$ cat config.mk
export PLATFORM = sky130hd
export DESIGN_NAME = adpcma_top
export DESIGN_NICKNAME = d
export VERILOG_FILES = /design/src/rtl/adpcma_pkg.sv /design/src/rtl/adpcma_ctrl.sv /design/src/rtl/adpcma_decode.sv /design/src/rtl/adpcma_gain.sv /design/src/rtl/adpcma_acc.sv /design/src/rtl/adpcma_top.sv
export SDC_FILE = /design/constraint.sdc
export NUM_CORES = 2
export LEC_CHECK = 0
export BUFFER_PORTS_ARGS = -buffer_cell sky130_fd_sc_hd__buf_2
export CAP_MARGIN = 20
export CELL_PAD_IN_SITES_DETAIL_PLACEMENT = 2
export CELL_PAD_IN_SITES_GLOBAL_PLACEMENT = 2
export CORE_MARGIN = 2
export CORE_UTILIZATION = 48
export CTS_BUF_LIST = sky130_fd_sc_hd__clkbuf_2 sky130_fd_sc_hd__clkbuf_4 sky130_fd_sc_hd__clkbuf_8
export CTS_CLUSTER_DIAMETER = 200
export DETAILED_ROUTE_END_ITERATION = 7
export PLACE_DENSITY_LB_ADDON = 0.08
export SYNTH_ARGS = -nofsm -noshare
export SYNTH_HDL_FRONTEND = slang
export SYNTH_HIERARCHICAL = 1
export SYNTH_SLANG_ARGS = --single-unit
$ cat constraint.sdc
create_clock -name clk -period 24.8 [get_ports clk]
set_input_delay 2.48 -clock clk [delete_from_list [all_inputs] [get_ports clk]]
set_output_delay 2.48 -clock clk [all_outputs]
set_load 0.02 [all_outputs]
$ cat src/rtl/adpcma_pkg.sv
// ADPCM-A player shared definitions
// channel index, CPU write, pipeline structs, register map
// step size and index adjust tables
`default_nettype none

package adpcma_pkg;

    typedef logic [2:0] ch_t;               // channel index

    typedef struct packed {
        logic [7:0]  addr;                  // register address
        logic [15:0] data;
    } reg_wr_t;

    // register map
    localparam logic [7:0] REG_TL          = 8'h00;  // 6-bit total level
    localparam logic [7:0] REG_KEY         = 8'h01;  // bit 7 key off, 5:0 channel mask
    localparam logic [7:0] REG_START_BASE  = 8'h10;  // + channel, 256-byte units
    localparam logic [7:0] REG_END_BASE    = 8'h18;  // + channel, last 256-byte unit
    localparam logic [7:0] REG_LVLPAN_BASE = 8'h20;  // + channel, L/R enable and level

    typedef struct packed {
        logic       valid;                  // one per slot, idle or not
        ch_t        ch;
        logic [3:0] nibble;
        logic       first;                  // restart predictor
        logic       last;                   // last slot of frame
        logic       zero;                   // idle channel, contributes nothing
    } fetch_t;

    typedef struct packed {
        logic               valid;
        ch_t                ch;
        logic               last;
        logic signed [15:0] pcm;
    } pcm_t;

    typedef struct packed {
        logic               valid;
        logic               last;
        logic signed [15:0] pcm;
    } side_t;

    typedef struct packed {
        logic signed [15:0] left;
        logic signed [15:0] right;
    } stereo_t;

    // YM2610 ADPCM-A step sizes
    localparam logic [11:0] STEP_TABLE [49] = '{
        12'd16,   12'd17,   12'd19,   12'd21,   12'd23,   12'd25,   12'd28,
        12'd31,   12'd34,   12'd37,   12'd41,   12'd45,   12'd50,   12'd55,
        12'd60,   12'd66,   12'd73,   12'd80,   12'd88,   12'd97,   12'd107,
        12'd118,  12'd130,  12'd143,  12'd157,  12'd173,  12'd190,  12'd209,
        12'd230,  12'd253,  12'd279,  12'd307,  12'd337,  12'd371,  12'd408,
        12'd449,  12'd494,  12'd544,  12'd598,  12'd658,  12'd724,  12'd796,
        12'd876,  12'd963,  12'd1060, 12'd1166, 12'd1282, 12'd1411, 12'd1552
    };

    // index step per nibble magnitude, five bits so that +9 fits
    localparam logic signed [4:0] INDEX_ADJ [8] = '{
        -5'sd1, -5'sd1, -5'sd1, -5'sd1, 5'sd2, 5'sd5, 5'sd7, 5'sd9
    };

endpackage

`default_nettype wire

$ cat src/rtl/adpcma_ctrl.sv
// ADPCM-A control: CPU register file, key on/off
// slot counter, per-channel nibble addresses, ROM reads and nibble pick
`timescale 1ns/100ps
`default_nettype none

module adpcma_ctrl #(
    parameter int NUM_CH = 6
) (
    input  wire                    clk,
    input  wire                    rst_n,
    input  wire                    cen,       // slot strobe
    input  wire                    wr,
    input  wire adpcma_pkg::reg_wr_t wr_req,
    input  wire [7:0]              rom_data,  // one cycle after rom_rd
    output logic                   rom_rd,
    output logic [19:0]            rom_addr,
    output adpcma_pkg::fetch_t     fetch,
    output logic [5:0]             tl,
    output logic [7:0]             lvlpan     // matches fetch.ch
);

    logic [11:0]       start_r  [NUM_CH];   // 256-byte units
    logic [11:0]       end_r    [NUM_CH];
    logic [7:0]        lvlpan_r [NUM_CH];
    logic [20:0]       naddr    [NUM_CH];   // nibble address
    logic [NUM_CH-1:0] playing;
    logic [NUM_CH-1:0] first_r;             // armed by key on
    adpcma_pkg::ch_t   slot;
    logic              slot_last;
    logic              slot_end;            // slot reads last nibble of end unit
    adpcma_pkg::ch_t   wr_ch;
    logic [4:0]        wr_grp;
    logic              wr_ch_ok;
    logic              key_on, key_off;
    logic [7:0]        key_mask;
    // slot state one cycle after cen
    logic              s1_valid;
    adpcma_pkg::ch_t   s1_ch;
    logic              s1_play, s1_first, s1_last, s1_sel;

    assign wr_ch     = wr_req.addr[2:0];
    assign wr_grp    = wr_req.addr[7:3];
    assign wr_ch_ok  = int'(wr_ch) < NUM_CH;
    assign key_on    = wr && (wr_req.addr == adpcma_pkg::REG_KEY) && !wr_req.data[7];
    assign key_off   = wr && (wr_req.addr == adpcma_pkg::REG_KEY) && wr_req.data[7];
    assign key_mask  = {wr_req.data[9:8], wr_req.data[5:0]};  // 9:8 reach channels 6 and 7
    assign slot_last = (slot == adpcma_pkg::ch_t'(NUM_CH - 1));
    assign slot_end  = (naddr[slot] == {end_r[slot], 9'h1ff});

    // address registers
    always_ff @(posedge clk) begin
        if (wr && wr_ch_ok) begin
            if (wr_grp == adpcma_pkg::REG_START_BASE[7:3])
                start_r[wr_ch] <= wr_req.data[11:0];
            if (wr_grp == adpcma_pkg::REG_END_BASE[7:3])
                end_r[wr_ch] <= wr_req.data[11:0];
        end
    end

    // nibble address counters
    always_ff @(posedge clk) begin
        if (cen && playing[slot])
            naddr[slot] <= naddr[slot] + 21'd1;
        for (int i = 0; i < NUM_CH; i++) begin
            if (key_on && key_mask[i])
                naddr[i] <= {start_r[i], 9'd0};  // start * 512
        end
    end

    // slot counter, play state, ROM read
    always_ff @(posedge clk or negedge rst_n) begin
        if (!rst_n) begin
            slot     <= '0;
            playing  <= '0;
            first_r  <= '0;
            tl       <= '0;
            rom_rd   <= 1'b0;
            rom_addr <= '0;
            s1_valid <= 1'b0;
            s1_ch    <= '0;
            s1_play  <= 1'b0;
            s1_first <= 1'b0;
            s1_last  <= 1'b0;
            s1_sel   <= 1'b0;
            for (int i = 0; i < NUM_CH; i++)
                lvlpan_r[i] <= '0;
        end else begin
            rom_rd   <= cen && playing[slot];
            s1_valid <= cen;
            if (cen) begin
                slot     <= slot_last ? '0 : slot + 3'd1;
                rom_addr <= naddr[slot][20:1];      // byte address
                s1_ch    <= slot;
                s1_play  <= playing[slot];
                s1_first <= first_r[slot];
                s1_last  <= slot_last;
                s1_sel   <= naddr[slot][0];         // odd nibble is the low one
                if (playing[slot]) begin
                    first_r[slot] <= 1'b0;
                    if (slot_end)
                        playing[slot] <= 1'b0;      // end unit done
                end
            end
            if (wr && wr_req.addr == adpcma_pkg::REG_TL)
                tl <= wr_req.data[5:0];
            if (wr && wr_ch_ok && wr_grp == adpcma_pkg::REG_LVLPAN_BASE[7:3])
                lvlpan_r[wr_ch] <= wr_req.data[7:0];
            for (int i = 0; i < NUM_CH; i++) begin
                if (key_on && key_mask[i]) begin
                    playing[i] <= 1'b1;
                    first_r[i] <= 1'b1;
                end else if (key_off && key_mask[i]) begin
                    playing[i] <= 1'b0;
                end
            end
        end
    end

    // nibble capture, idle slots pass a zero nibble
    always_ff @(posedge clk or negedge rst_n) begin
        if (!rst_n) begin
            fetch  <= '0;
            lvlpan <= '0;
        end else begin
            fetch.valid <= s1_valid;
            if (s1_valid) begin
                fetch.ch     <= s1_ch;
                fetch.first  <= s1_first;
                fetch.last   <= s1_last;
                fetch.zero   <= !s1_play;
                fetch.nibble <= !s1_play ? 4'd0 : (s1_sel ? rom_data[3:0] : rom_data[7:4]);
                lvlpan       <= lvlpan_r[s1_ch];    // travels with the nibble
            end
        end
    end

endmodule

`default_nettype wire

$ cat src/rtl/adpcma_decode.sv
// ADPCM-A nibble decoder
// per-channel 12-bit predictor and step index, one registered stage
`timescale 1ns/100ps
`default_nettype none

module adpcma_decode #(
    parameter int NUM_CH = 6
) (
    input  wire                  clk,
    input  wire                  rst_n,
    input  wire adpcma_pkg::fetch_t fetch,
    output adpcma_pkg::pcm_t     pcm
);

    logic signed [11:0] pred [NUM_CH];
    logic [5:0]         idx  [NUM_CH];
    logic [2:0]         mag;
    logic signed [11:0] base_pred;
    logic [5:0]         base_idx;
    logic [11:0]        step;
    logic [15:0]        diff_full;      // (2m+1) * step
    logic signed [13:0] diff;
    logic signed [13:0] sum;
    logic signed [11:0] new_pred;
    logic signed [7:0]  idx_sum;
    logic [5:0]         new_idx;

    always_comb begin
        mag       = fetch.nibble[2:0];
        base_pred = fetch.first ? 12'sd0 : pred[fetch.ch];  // key on restarts at 0
        base_idx  = fetch.first ? 6'd0 : idx[fetch.ch];
        step      = adpcma_pkg::STEP_TABLE[base_idx];
        diff_full = {mag, 1'b1} * step;
        diff      = $signed({2'b00, diff_full[14:3]});      // /8, max 2910
        sum       = fetch.nibble[3] ? base_pred - diff : base_pred + diff;
        // clamp to 12 bits signed
        if (sum > 14'sd2047)
            new_pred = 12'sd2047;
        else if (sum < -14'sd2048)
            new_pred = -12'sd2048;
        else
            new_pred = sum[11:0];
        idx_sum = $signed({2'b00, base_idx}) + adpcma_pkg::INDEX_ADJ[mag];
        if (idx_sum < 8'sd0)
            new_idx = 6'd0;
        else if (idx_sum > 8'sd48)
            new_idx = 6'd48;            // top of step table
        else
            new_idx = idx_sum[5:0];
    end

    always_ff @(posedge clk or negedge rst_n) begin
        if (!rst_n) begin
            pcm <= '0;
            for (int i = 0; i < NUM_CH; i++) begin
                pred[i] <= '0;
                idx[i]  <= '0;
            end
        end else begin
            pcm.valid <= fetch.valid;
            if (fetch.valid) begin
                pcm.ch   <= fetch.ch;
                pcm.last <= fetch.last;
                if (fetch.zero) begin
                    pcm.pcm <= '0;      // idle, state held
                end else begin
                    pcm.pcm        <= {new_pred, 4'd0};  // x16
                    pred[fetch.ch] <= new_pred;
                    idx[fetch.ch]  <= new_idx;
                end
            end
        end
    end

endmodule

`default_nettype wire

$ cat src/rtl/adpcma_gain.sv
// linear total level and channel level scaling, left/right pan routing
`timescale 1ns/100ps
`default_nettype none

module adpcma_gain (
    input  wire                clk,
    input  wire                rst_n,
    input  wire adpcma_pkg::pcm_t pcm,
    input  wire [5:0]          tl,
    input  wire [7:0]          lvlpan,   // 7 left, 6 right, 4:0 level
    output adpcma_pkg::side_t  left,
    output adpcma_pkg::side_t  right
);

    logic [6:0]         tl_mul;         // 1..64
    logic [5:0]         lv_mul;         // 1..32
    logic signed [22:0] mul_tl, mul_tl_sh;
    logic signed [16:0] att_tl;
    logic signed [22:0] mul_lv, mul_lv_sh;
    logic signed [15:0] scaled;

    assign tl_mul = {1'b0, tl} + 7'd1;
    assign lv_mul = {1'b0, lvlpan[4:0]} + 6'd1;

    always_comb begin
        mul_tl    = pcm.pcm * $signed({1'b0, tl_mul});
        mul_tl_sh = mul_tl >>> 6;
        att_tl    = mul_tl_sh[16:0];
        mul_lv    = att_tl * $signed({1'b0, lv_mul});
        mul_lv_sh = mul_lv >>> 5;
        scaled    = mul_lv_sh[15:0];    // never exceeds the input range
    end

    always_ff @(posedge clk or negedge rst_n) begin
        if (!rst_n) begin
            left  <= '0;
            right <= '0;
        end else begin
            left.valid  <= pcm.valid;
            right.valid <= pcm.valid;
            if (pcm.valid) begin
                left.last  <= pcm.last;
                right.last <= pcm.last;
                left.pcm   <= lvlpan[7] ? scaled : 16'sd0;
                right.pcm  <= lvlpan[6] ? scaled : 16'sd0;
            end
        end
    end

endmodule

`default_nettype wire

$ cat src/rtl/adpcma_acc.sv
// frame accumulator for one side
// sums all slots of a frame, saturates to 16 bits on the last slot
`timescale 1ns/100ps
`default_nettype none

module adpcma_acc (
    input  wire                 clk,
    input  wire                 rst_n,
    input  wire adpcma_pkg::side_t din,
    output logic                out_valid,
    output logic signed [15:0]  sum
);

    logic signed [19:0] run;        // room for 8 full-scale channels
    logic signed [19:0] total;
    logic signed [15:0] sat;

    assign total = run + din.pcm;

    always_comb begin
        if (total > 20'sd32767)
            sat = 16'sh7fff;
        else if (total < -20'sd32768)
            sat = -16'sd32768;      // 0x8000
        else
            sat = total[15:0];
    end

    always_ff @(posedge clk or negedge rst_n) begin
        if (!rst_n) begin
            run       <= '0;
            sum       <= '0;
            out_valid <= 1'b0;
        end else begin
            out_valid <= 1'b0;
            if (din.valid) begin
                if (din.last) begin
                    sum       <= sat;
                    out_valid <= 1'b1;
                    run       <= '0;    // next frame
                end else begin
                    run <= total;
                end
            end
        end
    end

endmodule

`default_nettype wire

$ cat src/rtl/adpcma_top.sv
// ADPCM-A sample player top level
// control, decoder, gain and the two side accumulators
`timescale 1ns/100ps
`default_nettype none

module adpcma_top #(
    parameter int NUM_CH = 6
) (
    input  wire                    clk,
    input  wire                    rst_n,
    input  wire                    cen,
    input  wire                    wr,
    input  wire adpcma_pkg::reg_wr_t wr_req,
    output logic                   rom_rd,
    output logic [19:0]            rom_addr,
    input  wire [7:0]              rom_data,
    output logic                   out_valid,
    output adpcma_pkg::stereo_t    out_pcm
);

    adpcma_pkg::fetch_t fetch;
    adpcma_pkg::pcm_t   pcm;
    adpcma_pkg::side_t  side_l, side_r;
    logic [5:0]         tl, tl_d;
    logic [7:0]         lvlpan, lvlpan_d;
    logic signed [15:0] sum_l, sum_r;

    adpcma_ctrl #(.NUM_CH(NUM_CH)) ctrl_i (
        .clk      (clk),
        .rst_n    (rst_n),
        .cen      (cen),
        .wr       (wr),
        .wr_req   (wr_req),
        .rom_data (rom_data),
        .rom_rd   (rom_rd),
        .rom_addr (rom_addr),
        .fetch    (fetch),
        .tl       (tl),
        .lvlpan   (lvlpan)
    );

    adpcma_decode #(.NUM_CH(NUM_CH)) decode_i (
        .clk   (clk),
        .rst_n (rst_n),
        .fetch (fetch),
        .pcm   (pcm)
    );

    // levels follow the decoder stage
    always_ff @(posedge clk) begin
        tl_d     <= tl;
        lvlpan_d <= lvlpan;
    end

    adpcma_gain gain_i (
        .clk    (clk),
        .rst_n  (rst_n),
        .pcm    (pcm),
        .tl     (tl_d),
        .lvlpan (lvlpan_d),
        .left   (side_l),
        .right  (side_r)
    );

    adpcma_acc acc_left_i (
        .clk       (clk),
        .rst_n     (rst_n),
        .din       (side_l),
        .out_valid (out_valid),
        .sum       (sum_l)
    );

    adpcma_acc acc_right_i (
        .clk       (clk),
        .rst_n     (rst_n),
        .din       (side_r),
        .out_valid (),          // fires with the left one
        .sum       (sum_r)
    );

    assign out_pcm = {sum_l, sum_r};

endmodule

`default_nettype wire

# Yosys cells after proc, flatten, opt, wreduce, memory -nomap -nowiden
# Memories as Yosys holds them, arrays and structs flattened.
# Index checks and enable logic that the tools add are counted.
# Widths: inputs -> output; s select.
dict set report op_classes {
  bitwise 9
  eq_ne 6
  reduce_logical 69
  order_cmp 18
  mul 3
  addsub 9
  mux 92
}
# cell count
set ops {}
lappend ops {{$mux 16} 7}
lappend ops {{$mux 12} 8}
lappend ops {{$bwmux 72} 1}
lappend ops {{$mux 6} 11}
lappend ops {{$reduce_bool 3->1} 18}
lappend ops {{$bwmux 48} 1}
lappend ops {{$mux 1} 43}
lappend ops {{$add 20x16->20} 2}
lappend ops {{$gt 20x16->1 const B} 2}
lappend ops {{$lt 20x16->1 const B} 2}
lappend ops {{$mux 20} 2}
lappend ops {{$bmux 12 s3} 1}
lappend ops {{$bwmux 36} 1}
lappend ops {{$demux 12 s3} 1}
lappend ops {{$bmux 8 s3} 1}
lappend ops {{$demux 8 s3} 1}
lappend ops {{$mux 8} 3}
lappend ops {{$reduce_bool 2->1} 12}
lappend ops {{$mul 16x8->23} 1}
lappend ops {{$logic_and 1x1->1} 22}
lappend ops {{$add 21x1->21 const B} 1}
lappend ops {{$eq 21x21->1} 1}
lappend ops {{$mul 17x7->21} 1}
lappend ops {{$bmux 6 s3} 1}
lappend ops {{37 further kinds} 62}
dict set report totals {
  n_memories 5
  ramBits 270
  register_bits 364
  rom_bits 808
  inputBits 36
  word_cells 272
}
# memory depth width rd rd_clocked_by_memory_dff wr line
set mem_list {}
lappend mem_list {{(name not given)} 64 12 1 0 0 adpcma_decode.sv:32} ;# step = adpcma_pkg::STEP_TABLE[base_idx];
lappend mem_list {ctrl_i.naddr 6 21 1 0 7 adpcma_ctrl.sv:25} ;# logic [20:0] naddr [NUM_CH];
lappend mem_list {ctrl_i.end_r 6 12 1 0 1 adpcma_ctrl.sv:23} ;# logic [11:0] end_r [NUM_CH];
lappend mem_list {ctrl_i.start_r 6 12 6 0 1 adpcma_ctrl.sv:22} ;# logic [11:0] start_r [NUM_CH];
lappend mem_list {{(name not given)} 8 5 1 0 0 adpcma_decode.sv:43} ;# idx_sum = $signed({2'b00, base_idx}) + adpcma_pkg::INDEX_ADJ[mag];

# Longest topological paths before layout
dict set report depth {
  word_depth 16
  ltp_mapped 43
  ltp_nobuf 38
}

# Hierarchy
# The synthesis kept the hierarchy.
# module cells_each n_inst seq_area_each_um2 area_each_um2
set by_module_without_submodules {}
lappend by_module_without_submodules {adpcma_ctrl 1301 1 11756.3 18223.7}
lappend by_module_without_submodules {adpcma_decode 1032 1 3128.0 9116.2}
lappend by_module_without_submodules {adpcma_gain 929 1 850.8 8380.5}
lappend by_module_without_submodules {adpcma_acc 274 2 925.9 2562.5}
lappend by_module_without_submodules {adpcma_top 14 1 280.3 280.3}

# Worst setup path after synthesis
# No wires, ideal clock.
dict set report synth_path {
  path_kind {reg-to-reg}
  from {register tl_d[0]}
  to {register gain_i/left[15] in the netlist's numbering}
  slack_ns 15.685
  arrival_time_ns 8.981
  path_stages_with_launch 36
  period_less_slack_ns 9.115
  n_path_buf 1
  path_cell_list {dfxtp_1 -> ha_1 -> nand3_1 -> xnor2_1 -> clkbuf_1 -> and2_1 -> fa_1 -> fa_1 -> fa_1 -> inv_1 -> fa_1 -> inv_1 -> ha_1 -> or4_4 -> a311oi_4 -> o31ai_2 -> a21oi_2 -> o21bai_2 -> a21oi_2 -> xor2_2 -> nor2_1 -> fa_1 -> fa_1 -> fa_1 -> inv_1 -> fa_1 -> inv_1 -> ha_1 -> a21o_1 -> a21o_1 -> a211oi_1 -> nand3_1 -> o31ai_1 -> xnor2_1 -> xnor2_1 -> o22ai_1}
}
dict set report synth_via {
  elab_chain_len 4
}
# item line
set synth_lines {}
lappend synth_lines {{start: declaration} adpcma_top.sv:24} ;# logic [5:0] tl, tl_d;
lappend synth_lines {{start signal: assignment} adpcma_top.sv:51} ;# tl_d <= tl;
lappend synth_lines {{$add 6x1->7} adpcma_gain.sv:22} ;# assign tl_mul = {1'b0, tl} + 7'd1;
lappend synth_lines {{$mul 16x8->23} adpcma_gain.sv:26} ;# mul_tl = pcm.pcm * $signed({1'b0, tl_mul});
lappend synth_lines {{$mul 17x7->21} adpcma_gain.sv:29} ;# mul_lv = att_tl * $signed({1'b0, lv_mul});
lappend synth_lines {{$mux 16} adpcma_gain.sv:44} ;# left.pcm <= lvlpan[7] ? scaled : 16'sd0;
lappend synth_lines {{end: declaration} adpcma_gain.sv:11} ;# output adpcma_pkg::side_t left,
# Every way passes these cells.
# A chain may end at the register's enable or synchronous reset.

# Final worst setup path
dict set report layout_path {
  from {register tl_d[0]}
  to {register gain_i/right[15] in the netlist's numbering}
}
dict set report layout_via {
  elab_chain_len 4
}
# item line
set layout_lines {}
lappend layout_lines {{$add 6x1->7} adpcma_gain.sv:22}
lappend layout_lines {{$mul 16x8->23} adpcma_gain.sv:26}
lappend layout_lines {{$mul 17x7->21} adpcma_gain.sv:29}
lappend layout_lines {{$mux 16} adpcma_gain.sv:45} ;# right.pcm <= lvlpan[6] ? scaled : 16'sd0;
lappend layout_lines {{end: declaration} adpcma_gain.sv:12} ;# output adpcma_pkg::side_t right
# Every way passes these cells.

==> results by group <==
Die
  – CORE AREA: between 0.08 and 0.09 mm^2
  – Rows: 106
  – Die Ht: 295.1 um
  – Initial Utilization: 48.53%
  – Chip Width: around 300 um
  – Die footprint: 0.08709 mm^2
  – Top Ports: 90

Worst setup path
  – Setup CP Type: reg2reg
  – Cell family with most CP delay: adder cells
  – Crit path DAT: 12030 ps
  – Worst R2R Start: tl_d[0]$_DFF_P_
  – CP bufs+invs: 5
  – Critical Path RT: between 20000 and 30000 ps
  – Crit-path most repeated cell: fa_1
  – CP endpoint kind: register
  – CP max FO: 18
  – R2r setup slk: 13380 ps
  – Biggest cell delay along the critical path: 840 ps
  – Startpoint class of the critical path: register
  – Slowest CP cell: dfxtp_1
  – Worst Reg-to-Reg Cells: 34
  – Reg2Reg Capture Point: gain_i/right[15]$_DFFE_PN0P_
  – Number of cells on the critical path: 34

Detailed routing
  – Vias: 32066
  – Pre-antenna DRT Iters: 5
  – Remaining DRCs: 0
  – DR WL/cell: just under 30 um
  – 1st-iter DRT viols: 2602
  – Vias/cell: ~6.2
  – WL final: 151700 um
  – Number of routed nets with antenna violations: 0

GRT
  – Tot GR Track Use: 35.32%
  – Global-route wire length before repair: 232500 um
  – Vias in the first global route: 36945
  – Initial antenna violation count: 4
  – GR Overflow Total: 0
  – Largest net degree at the start of global routing: 177

Place
  – PortBufs: between 80 and 90
  – Final HPWL from detailed placement: 97660 um
  – RePlAce Congestion: 0.8638
  – Placement-stage worst setup slack: 13450 ps
  – Placed cell count: 4921

Timing
  – RSZ-0062 raised after global routing: false
  – Setup-failing EPs final: 0
  – Final Hold Vio Count: 0
  – Rel. slew slack: 18.02%
  – F_max: about 90 MHz
  – Clock period minus worst slack: 11420 ps
  – Setup_tns: 0 ps
  – Final hold slack: between 300 and 400 ps
  – Final worst slack: 13380 ps
  – Worst slew pin tran: around 1200 ps
  – Tcrit/Tclk final: 46.04%
  – Slew Viols, Final: 0
  – Clk_skew: 109.7 ps

Synth
  – Mapped Area: roughly 0.04 mm^2
  – Warnings, synthesis: 6
  – Synth Instances: around 3800
  – Syn Area/Cell: 10.71 um^2

Layout
  – Most common cell after layout, fill and taps aside: inv_1
  – Synth-to-Final Area Change: 9.723%
  – Most frequent cells in the layout: inv_1 (357), nand2_1 (351), dfrtp_1 (335), nor2_1 (270), edfxtp_1 (258)
  – Final Non-Filler Cells: ~5000
  – Layout cells sized above 1: 15.37%
  – Nets: ~4300
  – Layout fillers: roughly 8400

CTS
  – Root Driver: clkbuf_8
  – Htree depth: 3
  – Clock Sinks: 664
  – Post_cts resized: 0
  – Hold buffer count at cts: 0
  – Max clock buf depth: 3
  – CTS tree: done
  – Skew-Pair Late Insertion Delay: 840 ps
  – CTS Buf Count: roughly 110
  – Clock Pin Slew Worst Setup and Hold Paths: 70 ps
  – Post-CTS setup buffer count: 0

Power
  – VDD IR-drop max: 0.07915 mV
  – Pwr dens: 101.1 mW/mm^2
  – LEAKAGE: 19.41 nW
  – Power, Total: 4.513 mW

Outcome
  – Outcome: completed

Min path
  – Hold Crit Class: reg2reg
  – Worst Hold End: lvlpan_d[6]$_DFF_P_
  – Hold path cells: 0
  – Worst hold start: ctrl_i/lvlpan[6]$_DFFE_PN0P_

Job
  – Max-capacitance violation count: 0
## worst reg2reg max path: cells and delay by family (launching register included)
kind,cells,cell delay [ps]
AOI/OAI and AO/OA,9,2040
xor gates and xnor gates,4,1820
buffers and inverters,5,520
adders and majority gates,11,4880
DFF,1,840
and+or+nand+nor,5,1200
## sequential cells by signal, indices dropped and copies added (netlist names), 3 cells and up
| name | count |
|---|---|
| ctrl_i/lvlpan | 7 |
| ctrl_i/playing | 6 |
| decode_i/idx | 36 |
| ctrl_i/rom_addr | 20 |
| acc_left_i/sum | 16 |
| ctrl_i/end_r | 72 |
| gain_i/right | 18 |
| decode_i/pcm | 14 |
| acc_left_i/run | 20 |
| acc_right_i/run | 20 |
| ctrl_i/start_r | 72 |
| gain_i/left | 16 |
| ctrl_i/naddr | 168 |
| ctrl_i/lvlpan_r | 42 |
| ctrl_i/tl | 6 |
| lvlpan_d | 7 |
| decode_i/pred | 72 |
| ctrl_i/s1_ch | 3 |
| tl_d | 6 |
| ctrl_i/fetch | 11 |
| acc_right_i/sum | 16 |
| ctrl_i/first_r | 6 |
| ctrl_i/slot | 3 |
## per-stage QoR
stage | util [%] | cell area (um^2)
after floorplan | - | 40840
after global placement | 50.12 | 42010
after detailed placement | 50.14 | 42030
after CTS | 53.08 | 44490
after global routing | 53.25 | 44630
final | 53.25 | 44630
## metal layers
layer | track usage, % | routed length, um | up-vias
met2 | 62.48 | 76950 | 1322
met3 | 5.007 | 8592 | 529
li1 | - | - | 13515
met4 | 17.57 | 8047 | 0
met1 | 42.12 | 58150 | 16700
met5 | 0 | 0 | -
## worst max-delay path by stage
| stage | startpoint | endpoint |
|---|---|---|
| 2_1_floorplan | tl_d[0]$_DFF_P_ | gain_i/left[15]$_DFFE_PN0P_ |
| 3_5_place_dp | tl_d[0]$_DFF_P_ | gain_i/left[15]$_DFFE_PN0P_ |
| 4_1_cts | ctrl_i/fetch[7]$_DFFE_PN0P_ | decode_i/pcm[13]$_DFFE_PN0P_ |
| 5_1_grt | tl_d[0]$_DFF_P_ | gain_i/right[15]$_DFFE_PN0P_ |
| 6_report | tl_d[0]$_DFF_P_ | gain_i/right[15]$_DFFE_PN0P_ |
| 3_3_place_gp | tl_d[0]$_DFF_P_ | gain_i/left[15]$_DFFE_PN0P_ |
## final cells by class
class,instances,area [um^2],share of cell area (%)
Multi-Input combinational cell,2630,20890,46.80
Sequential cell,664,17580,39.39
Clock buffer,179,2207,4.945
Tap cell,1134,1419,3.179
Inverter,365,1370,3.070
Timing Repair Buffer,138,913.4,2.046
Clock inverter,33,255.2,0.5719
Antenna cell,1,2.502,0.005606
## where the power goes
part           internal, mW  leakage [nW]  switching (mW)
Clock                 0.581          1.31           0.514
Combinational         0.594          10.6            1.35
Sequential             1.32          7.51           0.159
Total                  2.49          19.4            2.02
No activity file was read; power rests on OpenSTA's default activity.
